## config.mk

```make
export PLATFORM = sky130hd
export DESIGN_NAME = inst_queue
export DESIGN_NICKNAME = d
export VERILOG_FILES = /design/src/verilog/cpu_pkg.sv /design/src/verilog/inst_queue.sv
export SDC_FILE = /design/constraint.sdc
export NUM_CORES = 1
export LEC_CHECK = 0
export BUFFER_PORTS_ARGS = -buffer_cell sky130_fd_sc_hd__buf_2
export CORE_MARGIN = 4
export CORE_UTILIZATION = 33
export CTS_CLUSTER_DIAMETER = 200
export CTS_CLUSTER_SIZE = 30
export DETAILED_ROUTE_END_ITERATION = 10
export PLACE_DENSITY_LB_ADDON = 0.3
export SYNTH_ARGS = -nofsm -noshare
export SYNTH_HDL_FRONTEND = slang
export SYNTH_SLANG_ARGS = --single-unit
```

## constraint.sdc

```tcl
create_clock -name clk -period 6.4 [get_ports clk]
set_input_delay 0.32 -clock clk [delete_from_list [all_inputs] [get_ports clk]]
set_output_delay 0.32 -clock clk [all_outputs]
set_load 0.05 [all_outputs]
```

## src/verilog/cpu_pkg.sv

```systemverilog
package cpu_pkg;

typedef logic [31:0] word_t;
typedef logic [4:0]  reg_addr_t;

localparam int REG_NUM     = 32;
localparam int QUEUE_WORDS = 4;
localparam int QUEUE_PTR_W = $clog2(QUEUE_WORDS);
localparam int QUEUE_CNT_W = $clog2(QUEUE_WORDS + 1);

// major opcodes
localparam logic [5:0] OPC_SPECIAL = 6'b000000;
localparam logic [5:0] OPC_ADDIU   = 6'b001001;
localparam logic [5:0] OPC_SLTI    = 6'b001010;
localparam logic [5:0] OPC_ANDI    = 6'b001100;
localparam logic [5:0] OPC_ORI     = 6'b001101;
localparam logic [5:0] OPC_XORI    = 6'b001110;
localparam logic [5:0] OPC_LUI     = 6'b001111;

// function field of SPECIAL
localparam logic [5:0] FN_SLL  = 6'b000000;
localparam logic [5:0] FN_SRL  = 6'b000010;
localparam logic [5:0] FN_ADDU = 6'b100001;
localparam logic [5:0] FN_SUBU = 6'b100011;
localparam logic [5:0] FN_AND  = 6'b100100;
localparam logic [5:0] FN_OR   = 6'b100101;
localparam logic [5:0] FN_XOR  = 6'b100110;
localparam logic [5:0] FN_NOR  = 6'b100111;
localparam logic [5:0] FN_SLT  = 6'b101010;
localparam logic [5:0] FN_SLTU = 6'b101011;

// OP_NONE must stay zero, a cleared stage is a bubble
typedef enum logic [4:0] {
	OP_NONE, OP_ADDU, OP_SUBU, OP_AND, OP_OR, OP_XOR, OP_NOR, OP_SLT, OP_SLTU,
	OP_SLL, OP_SRL, OP_ADDIU, OP_ANDI, OP_ORI, OP_XORI, OP_SLTI, OP_LUI
} alu_op_t;

typedef struct packed {
	word_t pc;
	word_t inst1;
	word_t inst2;
} inst_pair_t;

typedef struct packed {
	word_t inst;
	word_t pc;
} queue_word_t;

typedef struct packed {
	logic      we;
	reg_addr_t waddr;
	word_t     wdata;
} reg_wr_t;

typedef struct packed {
	logic      valid;
	word_t     pc;
	alu_op_t   op;
	reg_addr_t waddr;
	logic      we;
	reg_addr_t raddr1;
	reg_addr_t raddr2;
	logic      reg1_used;
	logic      reg2_used;
	word_t     opr1;
	word_t     opr2;
} decoded_t;

typedef struct packed {
	logic      valid;
	word_t     pc;
	reg_addr_t waddr;
	word_t     wdata;
} commit_t;

// index 0 is slot a, index 1 is slot b
typedef decoded_t [1:0] decoded_pair_t;
typedef commit_t [1:0] commit_pair_t;

function automatic commit_t to_commit(reg_wr_t wr, word_t pc);
	commit_t c;
	c.valid = wr.we;
	c.pc    = pc;
	c.waddr = wr.waddr;
	c.wdata = wr.wdata;
	return c;
endfunction

function automatic reg_wr_t commit_to_wr(commit_t c);
	reg_wr_t wr;
	wr.we    = c.valid;
	wr.waddr = c.waddr;
	wr.wdata = c.wdata;
	return wr;
endfunction

endpackage

```

## src/verilog/inst_queue.sv

```systemverilog
`timescale 1ns/1ps

module inst_queue import cpu_pkg::*; (
	input  logic        clk,
	input  logic        rst_n,
	input  inst_pair_t  inst_pair,
	input  logic        inst_valid,
	output logic        inst_ready,
	output queue_word_t head_a,
	output queue_word_t head_b,
	output logic        head_a_valid,
	output logic        head_b_valid,
	input  logic        inst2_taken
);

queue_word_t buf_q [QUEUE_WORDS];
logic [QUEUE_PTR_W-1:0] head_q, tail_q;
logic [QUEUE_CNT_W-1:0] count_q;
logic [QUEUE_CNT_W-1:0] push_cnt, pop_cnt;
logic push;

// a pair needs two free words
assign inst_ready = count_q <= QUEUE_CNT_W'(QUEUE_WORDS - 2);
assign push       = inst_valid && inst_ready;

assign head_a_valid = count_q != '0;
assign head_b_valid = count_q > QUEUE_CNT_W'(1);
assign head_a       = buf_q[head_q];
assign head_b       = buf_q[head_q + QUEUE_PTR_W'(1)];

// slot a issues whenever it holds a word
assign pop_cnt  = QUEUE_CNT_W'(head_a_valid) + QUEUE_CNT_W'(inst2_taken);
assign push_cnt = push ? QUEUE_CNT_W'(2) : '0;

always_ff @(posedge clk) begin
	if (push) begin
		buf_q[tail_q].inst <= inst_pair.inst1;
		buf_q[tail_q].pc   <= inst_pair.pc;
		buf_q[tail_q + QUEUE_PTR_W'(1)].inst <= inst_pair.inst2;
		buf_q[tail_q + QUEUE_PTR_W'(1)].pc   <= inst_pair.pc + 32'd4;
	end
end

// pointers wrap naturally since depth is a power of two
always_ff @(posedge clk or negedge rst_n) begin
	if (!rst_n) begin
		head_q  <= '0;
		tail_q  <= '0;
		count_q <= '0;
	end else begin
		if (push)
			tail_q <= tail_q + QUEUE_PTR_W'(2);
		head_q  <= head_q + pop_cnt[QUEUE_PTR_W-1:0];
		count_q <= count_q + push_cnt - pop_cnt;
	end
end

// occupancy never leaves the range of the buffer
assert property (@(posedge clk) disable iff (!rst_n)
	count_q <= QUEUE_CNT_W'(QUEUE_WORDS));

// pairing logic only takes b when both head words are present
assert property (@(posedge clk) disable iff (!rst_n)
	inst2_taken |-> head_a_valid && head_b_valid);

endmodule

```

==> impl_results.md <==
- Largest net degree at the start of global routing: 72
- Crit path max fanout: 66
- Crit-path cells: buf_4, mux4_2, buf_2
- Mapped Cells: 522
- MaxCap Viol Count: 0
- DP HPWL: 17490 um
- Max clock buf depth: 3
- Worst-Skew Late Latency: 0.49 ns
- Routability Congestion: 0.7344
- R2r setup slk: 3.59 ns
- First-pass GRT wire length: 38860 um
- Final Cycle Share: 0.5239
- Total core area: 33870 um2
- CP endpoint kind: primary output
- DRT antenna net count: 0
- Top_reg_cell synth: edfxtp_1
- Fill cells: 3103
- DIE WIDTH: 194.3 um
- Vias after detailed routing: 6222
- 1st-pass router iterations: 5
- Cell row count: 67
- CP peak stage delay: 1.00 ns
- Slew @ Worst Pin: 1.049 ns
- Routed wirelength normalized by instance count: 20.40 um
- WP data required: 6.08 ns
- Post-CTS setup buffer count: 0
- Unrepaired setup endpoints after global routing: false
- R2R cell count: 3
- Crit Reg-Reg Endpoint: buf_q[2][57]$_DFFE_PP_
- Reg-to-Reg Start: count_q[0]$_DFF_PN0_
- Leading area contributor after synthesis: edfxtp_1
- Syn nets: 628
- Residual DRC count: 0
- Highest-delay cell along the critical path: dfrtp_4
- Setup violators final: 0
- Top cells by count, synth: 252 x edfxtp_1, 124 x mux4_2, 27 x xnor2_1, 21 x buf_2, 13 x nand3_1
- Syn_area_per_cell: 21.93 um2
- Synth Warn #: 0
- Layout cells sized above 1: 0.5078
- Clock tree from TritonCTS: done
- GRT Total Usage: 0.1279
- Vias in the first global route: 6597
- TritonCTS Sinks: 258
- Worst setup SP type: register
- Crit path launch: head_q[0]$_DFF_PN0_
- Worst hold endpoint: buf_q[0][45]$_DFFE_PP_
- Slew HR: 0.3007
- Grt total ovfl: 0
- Via density per instance: 5.113
- Sequential element share of the synthesized area: 0.6742
- FF+latch count, synth: 258
- Die height: 194.3 um
- Clk slew on worst S/H paths: 0.11 ns
- H-Tree Depth: 1
- Die area: 37730 um2
- Cell with the most instances after synthesis: edfxtp_1
- Setup TNS: 0 ns
- Final Hold Vio Count: 0
- Synthesized cell area: 11450 um2
- Fraction of registers with async set/reset: 0.02326
- Max-slew violation count: 0
- Iter 0 DRT Violations: 331
- Starting Density: 0.3380
- Min-delay worst type: in -> reg
- Area delta synth->final: 19.31%
- Fin Clk Skew: 0.01894 ns
- Port Buffers: 230
- Hold depth: 1
- Root Buffer: clkbuf_16
- Num CTS Buffers: 12
- # IOs: 231
- Share of the synthesized area in the top cell type: 0.6611
- Final nets: 871
- Post-synth EDFFs: 252
- F_max: 298.3 MHz
- Synth unique cells: 29
- Critical Setup Path Class: reg -> out
- Status: finished, final reports clean
- Top cells by area, synth: edfxtp_1 66%, mux4_2 24%, xnor2_1 2.1%
- Crit path DAT: 3.03 ns
- Tmin final: 3.353 ns
- Hold Startpoint: inst_pair[45]
- Routed wire length: 24830 um
- Initial antenna violation count: 4
[cells in the final DEF, fill, tap and decap left out, types with 2 or more instances in the layout]
master / instances
nand4_1: 11
inv_1: 8
xnor2_1: 27
mux2_2: 4
mux4_2: 124
buf_2: 230
dfrtp_4: 2
buf_4: 7
clkbuf_16: 13
nand2_1: 10
and3_1: 2
xor2_1: 7
edfxtp_1: 252
ha_1: 5
clkbuf_1: 3
nor2_1: 9
or2_2: 2
nand3_1: 13
dfrtp_1: 4
dlygate4sd3_1: 21
[per-stage QoR]
stage	util	hold slack (ns)	instances	area, um2	setup WS (ns)
after floorplan	-	0.02441	522	11450	1.102
after global routing	0.4032	0.0008163	1216	13660	2.830
after CTS	0.4020	0.0003473	1212	13620	2.980
after global placement	0.3866	0.1603	1178	13090	3.558
after detailed placement	0.3866	0.1530	1178	13090	3.504
final	0.4033	0.02771	1217	13660	3.047
[kinds of logic (layout without fill, tap and decap cells)]
logic type / count (synthesis) / in the layout / share of synthesized area
multiplexers: 128 / 128 / 0.2479
AO/OA/AOI/OAI: 1 / 1 / 0.0004368
other: 0 / 1 / 0
flip-flops: 258 / 258 / 0.6742
XOR/XNOR: 34 / 34 / 0.02601
adder cells (fa/ha/maj): 6 / 6 / 0.007214
AND/OR/NAND/NOR: 58 / 58 / 0.02951
buffers and inverters: 37 / 283 / 0.01476
[sequential cells by signal, summed over array words and instances, names as in the netlist]
signal / cells
tail_q: 1
head_q: 2
buf_q: 252
count_q: 3
[critical path: cells and delay by family (launching register included)]
kind,cells,cell delay (ns)
buffers and inverters,2,1.02
flip-flops,1,1.00
multiplexers,1,0.44
[final cells by class]
cell class	instances	area [um2]	area share
Inverter	8	30.03	0.002199
Timing Repair Buffer	258	1414	0.1035
Multi-Input combinational cell	227	3573	0.2616
Antenna cell	1	2.502	0.0001832
Clock buffer	16	336.6	0.02464
Sequential cell	258	7725	0.5656
Tap cell	448	560.5	0.04104
Clock inverter	1	16.27	0.001191
[worst max path at each step]
stage | end | slack (ns)
after CTS | head_b[48] | 2.98
after global placement | head_b[34] | 3.56
after global routing | head_a[44] | 2.83
after detailed placement | head_b[48] | 3.50
after floorplan | buf_q[0][10]$_DFFE_PP_ | 1.10
final | head_b[48] | 3.05
[what timing repair did]
| item | 4_1_cts | 5_1_grt |
|---|---|---|
| hold buffers | 17 | 4 |
| resized for setup | 0 | 0 |
| hold endpoints to repair | 37 | 8 |
[per-layer routing]
| metal | wire (um) | vias to the layer above | track usage |
|---|---|---|---|
| met5 | 50 | - | 0 |
| li1 | - | 2720 | - |
| met2 | 12210 | 231 | 0.2143 |
| met4 | 384 | 8 | 0.02083 |
| met1 | 9925 | 3238 | 0.1677 |
| met3 | 2253 | 25 | 0.04101 |
Power is left out: the tool's default activity adds up to more than one toggle a clock period on the data nets, which glitch-free logic cannot reach.
