## config.mk

```make
export PLATFORM = sky130hd
export DESIGN_NAME = superscalar_ctrl
export DESIGN_NICKNAME = d
export VERILOG_FILES = /design/src/verilog/cpu_pkg.sv /design/src/verilog/superscalar_ctrl.sv
export SDC_FILE = /design/constraint.sdc
export NUM_CORES = 1
export LEC_CHECK = 0
export BUFFER_PORTS_ARGS = -buffer_cell sky130_fd_sc_hd__buf_2
export CAP_MARGIN = 20
export CORE_AREA = 3 3 91 93
export DETAILED_ROUTE_END_ITERATION = 8
export DIE_AREA = 0 0 94 96
export PLACE_DENSITY_LB_ADDON = 0.2
export SLEW_MARGIN = 20
export SYNTH_ARGS = -nofsm -noshare
export SYNTH_HDL_FRONTEND = slang
export SYNTH_SLANG_ARGS = --single-unit
```

## constraint.sdc

```tcl
create_clock -name vclk -period 0.95
set_input_delay 0.095 -clock vclk [all_inputs]
set_output_delay 0.095 -clock vclk [all_outputs]
set_load 0.02 [all_outputs]
```

## src/verilog/cpu_pkg.sv

```systemverilog
package cpu_pkg;

typedef logic [31:0] word_t;
typedef logic [4:0]  reg_addr_t;

localparam int REG_NUM     = 32;
localparam int QUEUE_WORDS = 4;
localparam int QUEUE_PTR_W = $clog2(QUEUE_WORDS);
localparam int QUEUE_CNT_W = $clog2(QUEUE_WORDS + 1);

// major opcodes
localparam logic [5:0] OPC_SPECIAL = 6'b000000;
localparam logic [5:0] OPC_ADDIU   = 6'b001001;
localparam logic [5:0] OPC_SLTI    = 6'b001010;
localparam logic [5:0] OPC_ANDI    = 6'b001100;
localparam logic [5:0] OPC_ORI     = 6'b001101;
localparam logic [5:0] OPC_XORI    = 6'b001110;
localparam logic [5:0] OPC_LUI     = 6'b001111;

// function field of SPECIAL
localparam logic [5:0] FN_SLL  = 6'b000000;
localparam logic [5:0] FN_SRL  = 6'b000010;
localparam logic [5:0] FN_ADDU = 6'b100001;
localparam logic [5:0] FN_SUBU = 6'b100011;
localparam logic [5:0] FN_AND  = 6'b100100;
localparam logic [5:0] FN_OR   = 6'b100101;
localparam logic [5:0] FN_XOR  = 6'b100110;
localparam logic [5:0] FN_NOR  = 6'b100111;
localparam logic [5:0] FN_SLT  = 6'b101010;
localparam logic [5:0] FN_SLTU = 6'b101011;

// OP_NONE must stay zero, a cleared stage is a bubble
typedef enum logic [4:0] {
	OP_NONE, OP_ADDU, OP_SUBU, OP_AND, OP_OR, OP_XOR, OP_NOR, OP_SLT, OP_SLTU,
	OP_SLL, OP_SRL, OP_ADDIU, OP_ANDI, OP_ORI, OP_XORI, OP_SLTI, OP_LUI
} alu_op_t;

typedef struct packed {
	word_t pc;
	word_t inst1;
	word_t inst2;
} inst_pair_t;

typedef struct packed {
	word_t inst;
	word_t pc;
} queue_word_t;

typedef struct packed {
	logic      we;
	reg_addr_t waddr;
	word_t     wdata;
} reg_wr_t;

typedef struct packed {
	logic      valid;
	word_t     pc;
	alu_op_t   op;
	reg_addr_t waddr;
	logic      we;
	reg_addr_t raddr1;
	reg_addr_t raddr2;
	logic      reg1_used;
	logic      reg2_used;
	word_t     opr1;
	word_t     opr2;
} decoded_t;

typedef struct packed {
	logic      valid;
	word_t     pc;
	reg_addr_t waddr;
	word_t     wdata;
} commit_t;

// index 0 is slot a, index 1 is slot b
typedef decoded_t [1:0] decoded_pair_t;
typedef commit_t [1:0] commit_pair_t;

function automatic commit_t to_commit(reg_wr_t wr, word_t pc);
	commit_t c;
	c.valid = wr.we;
	c.pc    = pc;
	c.waddr = wr.waddr;
	c.wdata = wr.wdata;
	return c;
endfunction

function automatic reg_wr_t commit_to_wr(commit_t c);
	reg_wr_t wr;
	wr.we    = c.valid;
	wr.waddr = c.waddr;
	wr.wdata = c.wdata;
	return wr;
endfunction

endpackage

```

## src/verilog/superscalar_ctrl.sv

```systemverilog
`timescale 1ns/1ps

module superscalar_ctrl import cpu_pkg::*; (
	input  decoded_t decoded_a,
	input  decoded_t decoded_b,
	output logic     inst2_taken
);

logic hazard_rs, hazard_rt;
logic a_real;

// b would need a's result in the same cycle
assign hazard_rs = decoded_b.reg1_used && decoded_b.raddr1 == decoded_a.waddr;
assign hazard_rt = decoded_b.reg2_used && decoded_b.raddr2 == decoded_a.waddr;

// bubbles in slot a never pair
assign a_real = decoded_a.op != OP_NONE;

assign inst2_taken = decoded_a.valid && decoded_b.valid && a_real
	&& !(decoded_a.we && (hazard_rs || hazard_rt));

always_comb begin
	assert (!decoded_b.valid || decoded_a.valid)
	else $error("slot b holds a word while slot a is empty");
end

endmodule

```

==> results of run 1 <==
-- cells in the mapped netlist --
cell type	n	area, um2
and3_1	1	6.26
nand4_1	2	12.5
nor4_1	2	12.5
o311a_1	1	10.0
or3_1	1	6.26
xnor2_1	2	17.5
xor2_1	8	70.1
-- worst min-delay path, cell delays in order --
cell and delay (ns):
buf_2 0.11, nand4_1 0.06, and3_4 0.19, buf_6 0.11
-- routing by layer --
metal | share of wire (%) | track usage, % | up-vias
li1 | - | - | 119
met5 | 0 | 0 | -
met4 | 0 | 0 | 0
met3 | 11 | 0.0782 | 0
met1 | 40 | 2.33 | 104
met2 | 49 | 3.13 | 20
-- cells by family after synthesis --
| logic type | after synthesis | synth area share [%] |
|---|---|---|
| AND/OR/NAND/NOR | 6 | 27.8 |
| AO/OA/AOI/OAI | 1 | 7.41 |
| XOR/XNOR | 10 | 64.8 |
-- cell type report --
class | count | area (um2) | area share [%]
well taps | 102 | 128 | 25.3
multi-input cells | 17 | 184 | 36.5
repair buffers | 29 | 193 | 38.2
-- worst min-delay path by stage --
stage               slack, ns  cells past startpoint           to
floorplan                0.43                      2  inst2_taken
global placement         0.69                      4  inst2_taken
detailed placement       0.67                      4  inst2_taken
CTS                      0.66                      4  inst2_taken
global route             0.67                      4  inst2_taken
finish                   0.65                      4  inst2_taken
-- stage by stage --
step                area [um2]  power, mW  instances
finish                     504      0.164        148
floorplan                  140     0.0422         17
global route               504      0.180        148
CTS                        468      0.149        148
global placement           420      0.128        148
detailed placement         420      0.126        148
-- power groups by stage --
stage	combinational, mW	clock, mW	sequential [mW]
after floorplan	0.0422	0	0
after global placement	0.128	0	0
after detailed placement	0.126	0	0
after CTS	0.149	0	0
after global routing	0.180	0	0
final	0.164	0	0
-- repair_timing --
action,in CTS,in global routing
pin swaps,7,5
buffers inserted,0,0
setup endpoints to repair,1,1
gates resized for setup,9,6
gates cloned,0,0
==> results by group, run 1 <==
Clocking
  – Cts-stage hold buffer count: 0

Global route
  – GRT Residual Overflow: 0
  – Largest net degree at the start of global routing: 3
  – Initial antenna violation count: 0
  – First-pass GRT wire length: 1.12 mm
  – Vias in the first global route: 225
  – Total track usage: 1.70%

Worst setup path
  – Worst setup EP type: output port
  – WP data arrival: 1.15 ns
  – Crit-path max FO: 1
  – WP buf/inv: 2
  – Worst Setup EP: inst2_taken
  – Critical path depth: 5
  – CP Launch Point: decoded_a[85]
  – Critical path launch point type: primary input
  – CP max stage cell: or3_1
  – CP Cell Sequence: buf_2 > or3_1 > o311a_1 > and3_4 > buf_6
  – Required @ worst endpoint: 0.85 ns
  – Max incr delay on CP: 0.36 ns
  – Top delay family on crit path: simple AND/OR/NAND/NOR gates
  – Kind of critical path: primary input to output port

Layout
  – Share of post-route cells with drive strength above 1: 76.1%
  – Post-layout util: 6.63%
  – Clock Buffer Count: 0
  – Fill cells: 924
  – Seq cells: 0
  – Storage cell area: 0 um2
  – Most frequent cells in the layout: 19 x buf_2, 6 x buf_6, 5 x xor2_1
  – # diodes: 0
  – Fin nets: 288
  – Synth-to-Final Area Change: 273%
  – Commonest non-fill, non-tap cell in the layout: buf_2

Pwr
  – Peak VDD IR: 0.101 mV
  – Comb power frac: 100.0%
  – Internal cell power: 0.0971 mW
  – Psw: 0.0671 mW
  – Leak pwr: 0.186 nW
  – Seq pwr share: 0%
  – PD cells: 326 nW/um2
  – Clock share of power: 0%
  – Switching portion of total power: 40.8%

Timing
  – RSZ-0062 raised after global routing: yes
  – Final worst slack: -0.296 ns
  – Hold WS: 0.653 ns
  – Fmax: 0.803 GHz
  – Setup-failing EPs final: 1
  – Setup_tns: -0.296 ns
  – Final-report hold violation count: 0
  – Worst Tran Pin Value: 0.317 ns
  – Fin crit share: 131%
  – Slew HR: 78.8%
  – Max Slew Vio Count: 0
  – Fin crit period: 1.25 ns

Placement
  – IO buf count: 26
  – Worst slack, placed: -0.509 ns
  – GP Congestion: 0.600

Worst hold path
  – Hold Path Origin: decoded_a[76]
  – Hold Crit Class: primary input to output port

Floorplanning
  – Die Ht: 96 um
  – Core area: 7610 um2
  – Row Count: 32
  – # IOs: 241
  – Full die area: 9020 um2
  – Chip width: 94 um
  – Initial core utilization: 1.78%

Detailed routing
  – Initial DRC Count: 1
  – DR DRC count: 0
  – DRT antenna net count: 0
  – Wire length per cell: 5.85 um
  – Vias per cell: 1.64
  – Via count: 243
  – DR pass1 iterations: 2
  – Final wirelength: 866 um

Logic synthesis
  – Syn Area/Cell: 7.95 um2
  – Post-synthesis cell count: 17
  – Syn. warnings: 0
  – Mapped Area: 135 um2
  – Mapped Nets: 257
  – Register area share after synthesis: 0%
  – Post-synth cell types: 7

Flow run
  – Max-cap check violation count: 0

Outcome
  – Status: complete, but fails checks
  – Failing checks: setup timing
Power figures use the tool's default switching activity.
==> run 2: changes to the inputs <==
==> constraint.sdc (replaced) <==
create_clock -name vclk -period 0.95
set_input_delay 0.0475 -clock vclk [all_inputs]
set_output_delay 0.0475 -clock vclk [all_outputs]
set_load 0.02 [all_outputs]
==> results by group, run 2 (same netlist as run 1, synthesis figures left out) <==
Global route
  – Initial antenna violation count: 0
  – Total track usage: 1.80%
  – Largest net degree at the start of global routing: 3
  – First-pass GRT wire length: 1.26 mm
  – GRT Residual Overflow: 0
  – Vias in the first global route: 290

Timing
  – Setup_tns: -0.235 ns
  – Fin crit share: 125%
  – Final-report hold violation count: 0
  – Slew HR: 81.3%
  – Fin crit period: 1.18 ns
  – Worst Tran Pin Value: 0.278 ns
  – Setup-failing EPs final: 1
  – Hold WS: 0.551 ns
  – Final worst slack: -0.235 ns
  – Max Slew Vio Count: 0
  – Fmax: 0.844 GHz
  – RSZ-0062 raised after global routing: yes

Floorplanning
  – # IOs: 241
  – Chip width: 94 um
  – Initial core utilization: 1.78%
  – Row Count: 32
  – Core area: 7610 um2
  – Die Ht: 96 um
  – Full die area: 9020 um2

Pwr
  – Peak VDD IR: 0.0883 mV
  – Leak pwr: 0.181 nW
  – PD cells: 323 nW/um2
  – Total power: 0.153 mW

Layout
  – Storage cell area: 0 um2
  – Seq cells: 0
  – Post-Layout Cell Count: 149
  – # diodes: 0
  – Post-layout util: 6.25%
  – Most frequent cells in the layout: 23 x buf_2, 7 x xor2_1, 4 x buf_4
  – Fill cells: 920
  – Fin nets: 289
  – Commonest non-fill, non-tap cell in the layout: buf_2
  – Synth-to-Final Area Change: 252%
  – Share of post-route cells with drive strength above 1: 72.3%
  – Clock Buffer Count: 0
  – Design area: 475 um2

Worst hold path
  – Hold Crit Class: primary input to output port

Clocking
  – Setup bufs post-CTS: 0
  – Cts-stage hold buffer count: 0

Detailed routing
  – DR DRC count: 0
  – DRT antenna net count: 0
  – Final wirelength: 877 um
  – Initial DRC Count: 1
  – Wire length per cell: 5.89 um
  – Via count: 243
  – Vias per cell: 1.63
  – DR pass1 iterations: 2

Worst setup path
  – Crit-path max FO: 1
  – Required @ worst endpoint: 0.90 ns
  – Critical path launch point type: primary input
  – Kind of critical path: primary input to output port
  – CP Launch Point: decoded_b[66]
  – Worst Setup EP: inst2_taken
  – Worst setup EP type: output port
  – WP data arrival: 1.14 ns

Flow run
  – Max-cap check violation count: 0

Placement
  – GP Congestion: 0.575
  – IO buf count: 26
  – DP HPWL: 861 um
  – Area post-placement: 423 um2
  – Worst slack, placed: -0.469 ns
  – Dpl cells: 149

Outcome
  – Status: complete, but fails checks
  – Failing checks: setup timing
run 2: cell count changes in the layout (fill, tap and decap cells not counted):
| cell | delta |
|---|---|
| buf_2 | +4 |
| buf_6 | -3 |
| xor2_1 | +2 |
| xor2_2 | -2 |
run 2: layout make-up:
| class | instances | area [um2] | area share [%] |
|---|---|---|---|
| timing repair buffer | 30 | 179 | 37.6 |
| multi-input combinational | 17 | 169 | 35.5 |
| tap | 102 | 128 | 26.8 |
run 2: power by group:
group | total [mW] | internal [mW] | switching, mW
Combinational | 0.153 | 0.0881 | 0.0653
Sequential | 0 | 0 | 0
Clock | 0 | 0 | 0
Total | 0.153 | 0.0881 | 0.0653
run 2: per-layer routing:
metal | routed length [um] | up-vias | share of wire [%] | GRT usage, %
li1 | - | 123 | - | -
met1 | 368 | 100 | 42 | 2.33
met2 | 395 | 20 | 45 | 3.25
met4 | 0 | 0 | 0 | 0
met3 | 113 | 0 | 13 | 0.391
met5 | 0 | - | 0 | 0
run 2: what timing repair did:
item,CTS,global route
cloned,0,0
resized for setup,8,2
pin swaps,3,2
setup endpoints to repair,1,1
run 2: how the worst min path moves through the flow:
stage                   start          end  slack (ns)  depth (start not counted)
4_1_cts         decoded_b[65]  inst2_taken        0.57                          4
2_1_floorplan  decoded_b[119]  inst2_taken        0.37                          2
5_1_grt         decoded_b[65]  inst2_taken        0.59                          4
6_report        decoded_b[65]  inst2_taken        0.55                          4
3_5_place_dp    decoded_b[64]  inst2_taken        0.60                          4
3_3_place_gp    decoded_b[64]  inst2_taken        0.60                          4
run 2: critical path, cell delays in order:
cell     delay [ns]
buf_6          0.10
xor2_2         0.17
nor4_4         0.30
buf_4          0.15
nand4_1        0.06
and3_4         0.18
buf_6          0.12
