[config.mk]
export PLATFORM = sky130hd
export DESIGN_NAME = cpu_id
export DESIGN_NICKNAME = d
export VERILOG_FILES = /design/src/verilog/cpu_pkg.sv /design/src/verilog/cpu_id.sv
export SDC_FILE = /design/constraint.sdc
export NUM_CORES = 1
export LEC_CHECK = 0
export BUFFER_PORTS_ARGS = -buffer_cell sky130_fd_sc_hd__buf_2
export CORE_AREA = 2 2 158 160
export DETAILED_ROUTE_END_ITERATION = 8
export DIE_AREA = 0 0 160 162
export REMOVE_ABC_BUFFERS = 1
export SLEW_MARGIN = 30
export SYNTH_ARGS = -nofsm -noshare
export SYNTH_HDL_FRONTEND = slang
export SYNTH_SLANG_ARGS = --single-unit
[constraint.sdc]
create_clock -name vclk -period 7.8
set_clock_uncertainty 0.1 [all_clocks]
set_input_delay 1.56 -clock vclk [all_inputs]
set_output_delay 1.56 -clock vclk [all_outputs]
set_load 0.1 [all_outputs]
[src/verilog/cpu_pkg.sv]
package cpu_pkg;

typedef logic [31:0] word_t;
typedef logic [4:0]  reg_addr_t;

localparam int REG_NUM     = 32;
localparam int QUEUE_WORDS = 4;
localparam int QUEUE_PTR_W = $clog2(QUEUE_WORDS);
localparam int QUEUE_CNT_W = $clog2(QUEUE_WORDS + 1);

// major opcodes
localparam logic [5:0] OPC_SPECIAL = 6'b000000;
localparam logic [5:0] OPC_ADDIU   = 6'b001001;
localparam logic [5:0] OPC_SLTI    = 6'b001010;
localparam logic [5:0] OPC_ANDI    = 6'b001100;
localparam logic [5:0] OPC_ORI     = 6'b001101;
localparam logic [5:0] OPC_XORI    = 6'b001110;
localparam logic [5:0] OPC_LUI     = 6'b001111;

// function field of SPECIAL
localparam logic [5:0] FN_SLL  = 6'b000000;
localparam logic [5:0] FN_SRL  = 6'b000010;
localparam logic [5:0] FN_ADDU = 6'b100001;
localparam logic [5:0] FN_SUBU = 6'b100011;
localparam logic [5:0] FN_AND  = 6'b100100;
localparam logic [5:0] FN_OR   = 6'b100101;
localparam logic [5:0] FN_XOR  = 6'b100110;
localparam logic [5:0] FN_NOR  = 6'b100111;
localparam logic [5:0] FN_SLT  = 6'b101010;
localparam logic [5:0] FN_SLTU = 6'b101011;

// OP_NONE must stay zero, a cleared stage is a bubble
typedef enum logic [4:0] {
	OP_NONE, OP_ADDU, OP_SUBU, OP_AND, OP_OR, OP_XOR, OP_NOR, OP_SLT, OP_SLTU,
	OP_SLL, OP_SRL, OP_ADDIU, OP_ANDI, OP_ORI, OP_XORI, OP_SLTI, OP_LUI
} alu_op_t;

typedef struct packed {
	word_t pc;
	word_t inst1;
	word_t inst2;
} inst_pair_t;

typedef struct packed {
	word_t inst;
	word_t pc;
} queue_word_t;

typedef struct packed {
	logic      we;
	reg_addr_t waddr;
	word_t     wdata;
} reg_wr_t;

typedef struct packed {
	logic      valid;
	word_t     pc;
	alu_op_t   op;
	reg_addr_t waddr;
	logic      we;
	reg_addr_t raddr1;
	reg_addr_t raddr2;
	logic      reg1_used;
	logic      reg2_used;
	word_t     opr1;
	word_t     opr2;
} decoded_t;

typedef struct packed {
	logic      valid;
	word_t     pc;
	reg_addr_t waddr;
	word_t     wdata;
} commit_t;

// index 0 is slot a, index 1 is slot b
typedef decoded_t [1:0] decoded_pair_t;
typedef commit_t [1:0] commit_pair_t;

function automatic commit_t to_commit(reg_wr_t wr, word_t pc);
	commit_t c;
	c.valid = wr.we;
	c.pc    = pc;
	c.waddr = wr.waddr;
	c.wdata = wr.wdata;
	return c;
endfunction

function automatic reg_wr_t commit_to_wr(commit_t c);
	reg_wr_t wr;
	wr.we    = c.valid;
	wr.waddr = c.waddr;
	wr.wdata = c.wdata;
	return wr;
endfunction

endpackage

[src/verilog/cpu_id.sv]
`timescale 1ns/1ps

module cpu_id import cpu_pkg::*; (
	input  word_t     inst,
	input  word_t     pc,
	input  logic      inst_valid,
	input  word_t     rdata1,
	input  word_t     rdata2,
	input  reg_wr_t   ex_wr_a,
	input  reg_wr_t   ex_wr_b,
	input  reg_wr_t   wb_wr_a,
	input  reg_wr_t   wb_wr_b,
	output reg_addr_t raddr1,
	output reg_addr_t raddr2,
	output decoded_t  decoded
);

logic [5:0] opcode, funct;
reg_addr_t  rs, rt, rd, dest;
logic [4:0] shamt;
alu_op_t    op;
word_t      imm;
logic       use_rs, use_rt, use_shamt, use_imm;

assign opcode = inst[31:26];
assign rs     = inst[25:21];
assign rt     = inst[20:16];
assign rd     = inst[15:11];
assign shamt  = inst[10:6];
assign funct  = inst[5:0];
assign raddr1 = rs;
assign raddr2 = rt;

// youngest producer first, b is younger than a
function automatic word_t forward(reg_addr_t addr, word_t rdata);
	if (ex_wr_b.we && ex_wr_b.waddr == addr)
		return ex_wr_b.wdata;
	if (ex_wr_a.we && ex_wr_a.waddr == addr)
		return ex_wr_a.wdata;
	if (wb_wr_b.we && wb_wr_b.waddr == addr)
		return wb_wr_b.wdata;
	if (wb_wr_a.we && wb_wr_a.waddr == addr)
		return wb_wr_a.wdata;
	return rdata;
endfunction

always_comb begin
	op        = OP_NONE;
	dest      = rt;
	imm       = '0;
	use_rs    = 1'b1;
	use_rt    = 1'b0;
	use_shamt = 1'b0;
	use_imm   = 1'b1;
	case (opcode)
		OPC_SPECIAL: begin
			dest    = rd;
			use_rt  = 1'b1;
			use_imm = 1'b0;
			case (funct)
				FN_ADDU: op = OP_ADDU;
				FN_SUBU: op = OP_SUBU;
				FN_AND:  op = OP_AND;
				FN_OR:   op = OP_OR;
				FN_XOR:  op = OP_XOR;
				FN_NOR:  op = OP_NOR;
				FN_SLT:  op = OP_SLT;
				FN_SLTU: op = OP_SLTU;
				FN_SLL:  op = OP_SLL;
				FN_SRL:  op = OP_SRL;
				default: op = OP_NONE;
			endcase
			// shift amount comes from the word itself
			if (op == OP_SLL || op == OP_SRL) begin
				use_rs    = 1'b0;
				use_shamt = 1'b1;
			end
		end
		OPC_ADDIU: begin
			op  = OP_ADDIU;
			imm = {{16{inst[15]}}, inst[15:0]};
		end
		OPC_SLTI: begin
			op  = OP_SLTI;
			imm = {{16{inst[15]}}, inst[15:0]};
		end
		OPC_ANDI: begin
			op  = OP_ANDI;
			imm = {16'b0, inst[15:0]};
		end
		OPC_ORI: begin
			op  = OP_ORI;
			imm = {16'b0, inst[15:0]};
		end
		OPC_XORI: begin
			op  = OP_XORI;
			imm = {16'b0, inst[15:0]};
		end
		OPC_LUI: begin
			op     = OP_LUI;
			use_rs = 1'b0;
			imm    = {inst[15:0], 16'b0};
		end
		default: op = OP_NONE;
	endcase
	// unknown words and r0 targets become bubbles
	if (op == OP_NONE || dest == '0) begin
		op     = OP_NONE;
		use_rs = 1'b0;
		use_rt = 1'b0;
	end
end

always_comb begin
	decoded.valid     = inst_valid;
	decoded.pc        = pc;
	decoded.op        = op;
	decoded.waddr     = dest;
	decoded.we        = op != OP_NONE;
	decoded.raddr1    = rs;
	decoded.raddr2    = rt;
	decoded.reg1_used = use_rs;
	decoded.reg2_used = use_rt;
	decoded.opr1      = use_shamt ? {27'b0, shamt} : forward(rs, rdata1);
	decoded.opr2      = use_imm ? imm : forward(rt, rdata2);
end

endmodule

==> impl_results.md, run 1 <==
- Final setup vio count: 0
- PD cells: 78.80 nW/um2
- ANT nets after route: 0
- Die Y: 162 um
- Achievable Freq: 159.6 MHz
- Worst VDD drop: between 60 and 70 uV
- Vias/cell: 5.340
- Post-CTS Hold Buffers: 0
- Multi-input logic area: roughly 3700 um2
- Initial Utilization: a little under a fifth
- Worst path required time: 6.14 ns
- M3 GR Usage: 5.158%
- Die width: 160 um
- Routed WL: around 30000 um
- Netlist Area Pre-Place: 4405 um2
- Min Tclk post-route: 6.265 ns
- Met2 GRT Util: 33.37%
- Detailed placement HPWL: 22660 um
- Residual DRC count: 0
- Sequential fraction of the synthesis area: 0%
- Final cell area excluding filler cells: between 6000 and 7000 um2
- Share of cells above drive strength 1: 38.40%
- Max Cap Violations: 0
- CTS resizes: 0
- Yosys warning total: 0
- Core area: 24110 um2
- RSZ-0062 raised after global routing: no
- Cell variety after synth: 45
- FF+latch count: 0
- Outcome: finished clean
- Die ar.: 25920 um2
- Worst Path Arrival: approximately 4.6 ns
- Crit path kind: input pin to output pin
- Avg Cell Area, Syn: between 5 and 6 um2
- Starting DRC count in detailed routing: between 800 and 900
- Post-CTS Setup Inserts: 0
- Gr busiest metal: met2
- Slew @ Worst Pin: 0.9831 ns
- Period utilization: about 80%
- Filler cells: around 2800
- Final TNS setup: 0 ns
- Hold/Removal Path Class: input pin to output pin
- Largest net degree at the start of global routing: 46
- Worst-path maximum fanout: 37
- Max-slew violations: 0
- Placed instance area: 5951 um2
- Hold Vio Cnt, Final: 0
- Crit. End Element: output pin
- N_diodes: 0
- Total GRT Usage: 20.76%
- Setup crit start kind: input pin
- GPL Wtd Cong: between 0.9 and 1
- Nets: 1283
- First-pass GRT wire length: 41220 um
- IO Count: 411
- Layout overhead on the synthesized area: 36.32%
- Initial DRT Pass Iterations: 6
- GRT overflow: 0
- WHS: 3.020 ns
- Buffers on Ports: between 300 and 400
- Clock buffer count: 0
- Num rows: 57
- Synth Instances: 771
- Total leakage power: 2.790 nW
- Vias in the first global route: 6695
- FF+latch area: 0 um2
- GRT met1 Usage: approximately 28%
- Routed length per placed instance: 22.19 um
- Slew HR: 34.46%
- Initial antenna violation count: 1
- Via Count: a little over 7000
## area by class of cell
class                           instances  share of cell area [%]
Multi-Input combinational cell        635                   61.58
Timing Repair Buffer                  361                   31.42
Tap cell                              324                   6.750
Inverter                                4                  0.2500
## final timing paths
kind / start / to / slack (ns) / cells after the start
setup / recovery: inst[24] / decoded[40] / 1.54 / 8
hold / removal: pc[16] / decoded[103] / 3.02 / 0
## cell usage after synthesis (7+ instances only)
cell / n / area [um2]
a21boi_0: 11 / 82.58
a21oi_1: 49 / 245.2
buf_4: 59 / 442.9
buf_2: 7 / 35.03
o31ai_1: 7 / 52.55
nand2b_1: 9 / 56.30
a211oi_1: 32 / 240.2
a311o_1: 57 / 570.6
xnor2_1: 22 / 192.7
nor4_1: 7 / 43.79
o21ai_0: 38 / 190.2
a32oi_1: 26 / 227.7
clkbuf_1: 62 / 232.7
nand3_1: 11 / 55.05
nor2_1: 103 / 386.6
xor2_1: 20 / 175.2
nand2_1: 189 / 709.4
## metrics by stage
stage | power (W) | std cells | worst slack [ns] | util [%]
2_1_floorplan | 0.0002751 | 639 | -0.7223 | -
3_3_place_gp | 0.0004697 | 1322 | 1.600 | 24.69
3_5_place_dp | 0.0004700 | 1322 | 1.591 | 24.69
4_1_cts | 0.0004712 | 1322 | 1.583 | 24.69
5_1_grt | 0.0004950 | 1324 | 1.376 | 24.91
6_report | 0.0004733 | 1324 | 1.535 | 24.91
## kinds of logic after synthesis
family / after synthesis / share of synthesized area (%)
AO/OA/AOI/OAI: 248 / 41.83
XOR/XNOR: 42 / 8.350
buffers and inverters: 136 / 17.15
AND/OR/NAND/NOR: 345 / 32.66
## worst max-delay path, cell delays in order
cell	delay (ns)
buf_2	0.15
xor2_1	0.16
nor4_1	0.33
nand3_2	0.78
buf_4	0.55
a311o_1	0.30
a211oi_1	0.25
buf_2	0.48
## power breakdown
part	internal, W	switching, W
sequential	0	0
combinational	0.000125	0.000348
clock	0	0
## metal layers
layer / vias to the layer above / share of wire, %
li1: 3184 / -
met1: 3304 / 42
met2: 536 / 44
met3: 46 / 11
met4: 0 / 2.3
met5: - / 0
## cell usage in the layout, fill, tap and decap left out, types with 6 or more instances in the layout
master    netlist  routed
buf_2           7     345
nor2_1        103     101
nor4_1          7       6
a311o_1        57      57
o21ai_0        38      38
nand2b_1        9       9
o31ai_1         7       7
nand3_1        11       8
a21boi_0       11      11
a211oi_1       32      32
xor2_1         20      20
nand2_1       189     189
buf_4          59      14
a21oi_1        49      48
xnor2_1        22      22
a32oi_1        26      26
No activity file was read; power rests on OpenSTA's default activity.
==> run 2: changes to the inputs <==
Settings changed: ABC_AREA set to 1.
Clock period 7.8 ns to 5.5 ns, I/O delays scaled along.
==> run 2 against run 1 <==
  * Combinational power is 74% higher
  * Worst hold slack worse by 0.92 ns
  * Critical path depth is 3 higher
  * Critical path type unchanged
  * Critical endpoint is now decoded[64]
==> impl_results.md, run 2 <==
- Outcome: finished clean
- RSZ-0062 raised after global routing: no
- PD cells: 108.9 nW/um2
- Area contributors post-synth: nand2_1 21%, nand3_1 14%, nor2_1 12%
- CTS resizes: 0
- Min-delay src: pc[1]
- Vias in the first global route: ~8900
- Top cells by count, synth: 308 x nand2_1, 173 x nor2_1, 155 x nand3_1
- Most frequent cells in the layout: 313 x buf_2, 308 x nand2_1, 172 x nor2_1
- Die Y: 162 um
- Clk pwr share: 0%
- Hold Vio Cnt, Final: 0
- Multi-input logic area: 4094 um2
- Post-CTS Setup Inserts: 0
- Min Tclk post-route: about 4.5 ns
- Largest net degree at the start of global routing: 49
- Vias/cell: 5.214
- Worst Path Arrival: 3.31 ns
- Most common cell after layout, fill and taps aside: buf_2
- Clock buffer count: 0
- Critical path startpoint: inst[31]
- Slew HR: a little over two fifths
- Detailed placement HPWL: 27220 um
- Routed length per placed instance: 20.46 um
- Filler cells: 2916
- Top-count cell post-synth: nand2_1
- Die ar.: 25920 um2
- Synth top area share: 21.18%
- Final TNS setup: 0 ns
- Largest area contributor in the synthesized netlist: nand2_1
- Starting DRC count in detailed routing: ~1200
- Setup crit start kind: input pin
- FF+latch count: 0
- Final setup vio count: 0
- Crit. End Element: output pin
- First-pass GRT wire length: 52180 um
- Total leakage power: 4.506 nW
- ANT nets after route: 0
- Pint: between 0.0002 and 0.00025 W
- Worst VDD drop: 67.40 uV
- Final cell area excluding filler cells: roughly 7600 um2
- Max-slew violations: 0
- Netlist Area Pre-Place: 5458 um2
- Total GRT Usage: between 20% and 30%
- Final std cells w/o fill: 1749
- Sw frac: 75.72%
- Switching power: 0.0006241 W
- FF+latch area: 0 um2
- Core area: approximately 24000 um2
- Num rows: 57
- GPL Wtd Cong: 0.9728
- Synth Instances: 1181
- Share of cells above drive strength 1: 28.56%
- Initial DRT Pass Iterations: 6
- Residual DRC count: 0
- Worst path required time: 4.30 ns
- Via Count: 9119
- Cell variety after synth: 25
- Slew @ Worst Pin: 0.8582 ns
- Initial antenna violation count: 1
- Sequential fraction of the synthesis area: 0%
- Hold/Removal Path Class: input pin to output pin
- Die width: 160 um
- Worst-path maximum fanout: 24
- Crit path kind: input pin to output pin
- Hold depth: 0
- Avg Cell Area, Syn: 4.621 um2
- Post-CTS Hold Buffers: 0
- Gate power share: 100.0%
- Post-layout util: 31.39%
- Max Cap Violations: 0
- Buffers on Ports: about 350
- Period utilization: between 80% and 90%
- WHS: 2.101 ns
- Achievable Freq: around 220 MHz
- DP Cell Count: approximately 1700
- Layout overhead on the synthesized area: 38.65%
- Yosys warning total: 0
- Nets: 1708
- GRT overflow: 0
- N_diodes: 0
- IO Count: 411
- Routed WL: around 36000 um
- Initial Utilization: between 20 and 25%
- Seq pwr share: 0%
- Placed instance area: 7567 um2
run 2: changes by cell type after synthesis, sizes merged, moves of 57 or more:
cell   previous run  this run
a311o            57         0
inv               4       164
nand2           189       308
nand3            11       161
nand4             4        96
nor2            104       182
run 2: path summary, 6_finish.rpt:
| check | endpoint | slack [ns] |
|---|---|---|
| max | decoded[64] | 0.99 |
| min | decoded[88] | 2.10 |
run 2: cell families (layout without fill, tap and decap cells):
family          count (synthesis)  after routing  synth area share [%]
compound gates                130            130                 12.20
xor+xnor                        5              5                0.8025
simple gates                  750            750                 61.05
buf+inv                       296            540                 25.95
run 2: routing by layer:
layer / wire [um] / vias to the layer above / GRT usage (%)
li1: - / 4245 / -
met1: 14920 / 4108 / 33.60
met2: 15590 / 662 / 41.38
met3: 4034 / 98 / 7.354
met4: 1102 / 6 / 8.354
met5: 141 / - / 3.977
run 2: per-stage QoR:
step           worst slack, ns   power, W
3_5_place_dp            0.9876  0.0008143
5_1_grt                 0.6884  0.0008668
6_report                0.9923  0.0008242
2_1_floorplan           -2.257  0.0004674
4_1_cts                 0.9820  0.0008161
3_3_place_gp             1.018  0.0008164
run 2: layout make-up:
type               instances  share of cell area [%]
multi-input cells        885                   54.10
well taps                324                   5.357
inverters                164                   8.135
repair buffers           376                   32.41
run 2: critical path, stage by stage:
cell,delay [ns]
buf_2,0.10
nor2_1,0.20
nand3_2,0.48
inv_1,0.35
nand2_1,0.07
o21ai_0,0.12
nor2_1,0.07
nand3_1,0.09
nand2_1,0.16
nor2_1,0.12
buf_2,0.44
run 2: power groups by stage:
| stage | clock network [W] | logic (W) | registers, W |
|---|---|---|---|
| finish | 0 | 0.000824 | 0 |
| global route | 0 | 0.000867 | 0 |
| CTS | 0 | 0.000816 | 0 |
| detailed placement | 0 | 0.000814 | 0 |
| global placement | 0 | 0.000816 | 0 |
| floorplan | 0 | 0.000467 | 0 |
==> run 3: changes to the inputs <==
Settings changed: ABC_AREA 1 to 0, CORE_AREA 2 2 158 160 to 2 2 160 162, DIE_AREA 0 0 160 162 to 0 0 162 164.
Clock period 5.5 ns to 4.2 ns, I/O delays scaled along.
==> run 3 against run 2 <==
  * Clock-buffer cell count did not move
  * Total power up 23%
  * Combinational power rose by 24%
  * Final cell count down 23%
  * Global-route usage down 5.5 points
  * Core utilization shrank 2.5 points
  * Worst hold slack worse by 0.52 ns
  * Sequential share of layout area is the same
==> impl_results.md, run 3 (same netlist as run 1, synthesis figures left out) <==
- Placed instance area: 7164 um2
- Post-layout util: between 20% and 30%
- Initial DRT Pass Iterations: 6
- Die width: about 160 um
- Post-CTS Hold Buffers: 0
- Total leakage power: roughly 3.2 nW
- Seq pwr share: 0%
- Initial Utilization: 17.75%
- Crit path kind: input pin to output pin
- Achievable Freq: about 250 MHz
- Residual DRC count: 0
- Slew @ Worst Pin: 0.9517 ns
- Share of cells above drive strength 1: between 30% and 40%
- Final cell area excluding filler cells: 7172 um2
- FF+latch area: 0 um2
- Hold/Removal Path Class: input pin to output pin
- Most common cell after layout, fill and taps aside: buf_2
- IO Count: between 400 and 500
- Gate power share: 100.0%
- Detailed placement HPWL: 23510 um
- Die ar.: 26570 um2
- Slew HR: 36.01%
- WHS: 1.580 ns
- Num rows: 58
- FF+latch count: 0
- Starting DRC count in detailed routing: 726
- Pint: between 0.0003 and 0.0004 W
- GRT overflow: 0
- Largest net degree at the start of global routing: 36
- Initial antenna violation count: 1
- ANT nets after route: 0
- GPL Wtd Cong: 0.9129
- Final setup vio count: 0
- Setup crit start kind: input pin
- N_diodes: 0
- Worst-path maximum fanout: 15
- Most frequent cells in the layout: 287 x buf_2, 189 x nand2_1, 101 x nor2_1
- Layout overhead on the synthesized area: 62.79%
- Period utilization: between 90% and 100%
- Outcome: finished clean
- Buffers on Ports: 345
- Clock buffer count: 0
- Clk pwr share: 0%
- Post-CTS Setup Inserts: 0
- Vias/cell: 5.304
- Core area: roughly 25000 um2
- Nets: about 1300
- Worst Path Arrival: 3.11 ns
- Crit. End Element: output pin
- Die Y: 164 um
- Final std cells w/o fill: roughly 1400
- DP Cell Count: 1352
- PD cells: ~140 nW/um2
- Switching power: 0.0006709 W
- Total GRT Usage: a little over 20%
- Max Cap Violations: 0
- Via Count: 7171
- Routed length per placed instance: around 22 um
- RSZ-0062 raised after global routing: no
- Hold Vio Cnt, Final: 0
- Tot Pwr: just over 0.001 W
- Max-slew violations: 0
- First-pass GRT wire length: 41590 um
- Min Tclk post-route: just over 4 ns
- Worst path required time: 3.26 ns
- Routed WL: 29540 um
- Sw frac: 65.94%
- Worst VDD drop: slightly below 100 uV
- Vias in the first global route: 6814
- CTS resizes: 0
-- run 3: changes by cell type in the layout (fill, tap and decap cells not counted), moves of 20 or more --
cell and delta:
nand3_1 -145, a311o_1 +57, a21oi_1 -23, a211oi_1 +31, a32oi_1 +26, nor2_1 -71
xnor2_1 +20, nand2_1 -119, nand4_1 -92, inv_1 -149, buf_12 +37, buf_2 -26
-- run 3: path summary, 6_finish.rpt --
| path | cells after the start | from | slack (ns) | endpoint |
|---|---|---|---|---|
| min | 0 | pc[12] | 1.58 | decoded[99] |
| max | 9 | inst[26] | 0.15 | decoded[33] |
-- run 3: cell type report --
| type | count | area [um2] |
|---|---|---|
| fill | 2756 | 17650 |
| multi-input combinational | 635 | 3711 |
| inverter | 4 | 15.01 |
| tap | 330 | 412.9 |
| timing repair buffer | 383 | 3033 |
-- run 3: routing by layer --
metal	up-vias	track usage (%)	share of wire [%]
met5	-	3.220	0.43
li1	3226	-	-
met2	491	34.00	46
met3	54	5.657	11
met1	3396	26.18	41
met4	4	4.264	2.0
-- run 3: stage by stage --
step           TNS (ns)  worst slack, ns
3_5_place_dp          0           0.1394
2_1_floorplan   -136.40           -2.882
3_3_place_gp          0           0.1312
4_1_cts               0           0.1342
6_report              0           0.1548
5_1_grt               0          0.02976
-- run 3: worst max-delay path, stage by stage --
cell and delay (ns):
buf_2 0.10, or3_1 0.42, or4_1 0.60, nor3_4 0.33, buf_12 0.16, buf_12 0.13
a211oi_1 0.05, a21oi_1 0.26, buf_12 0.21
-- run 3: power by group through the flow --
stage	registers [W]	logic (W)	clock network, W
2_1_floorplan	0	0.000511	0
3_3_place_gp	0	0.00101	0
3_5_place_dp	0	0.00101	0
4_1_cts	0	0.00102	0
5_1_grt	0	0.00106	0
6_report	0	0.00102	0
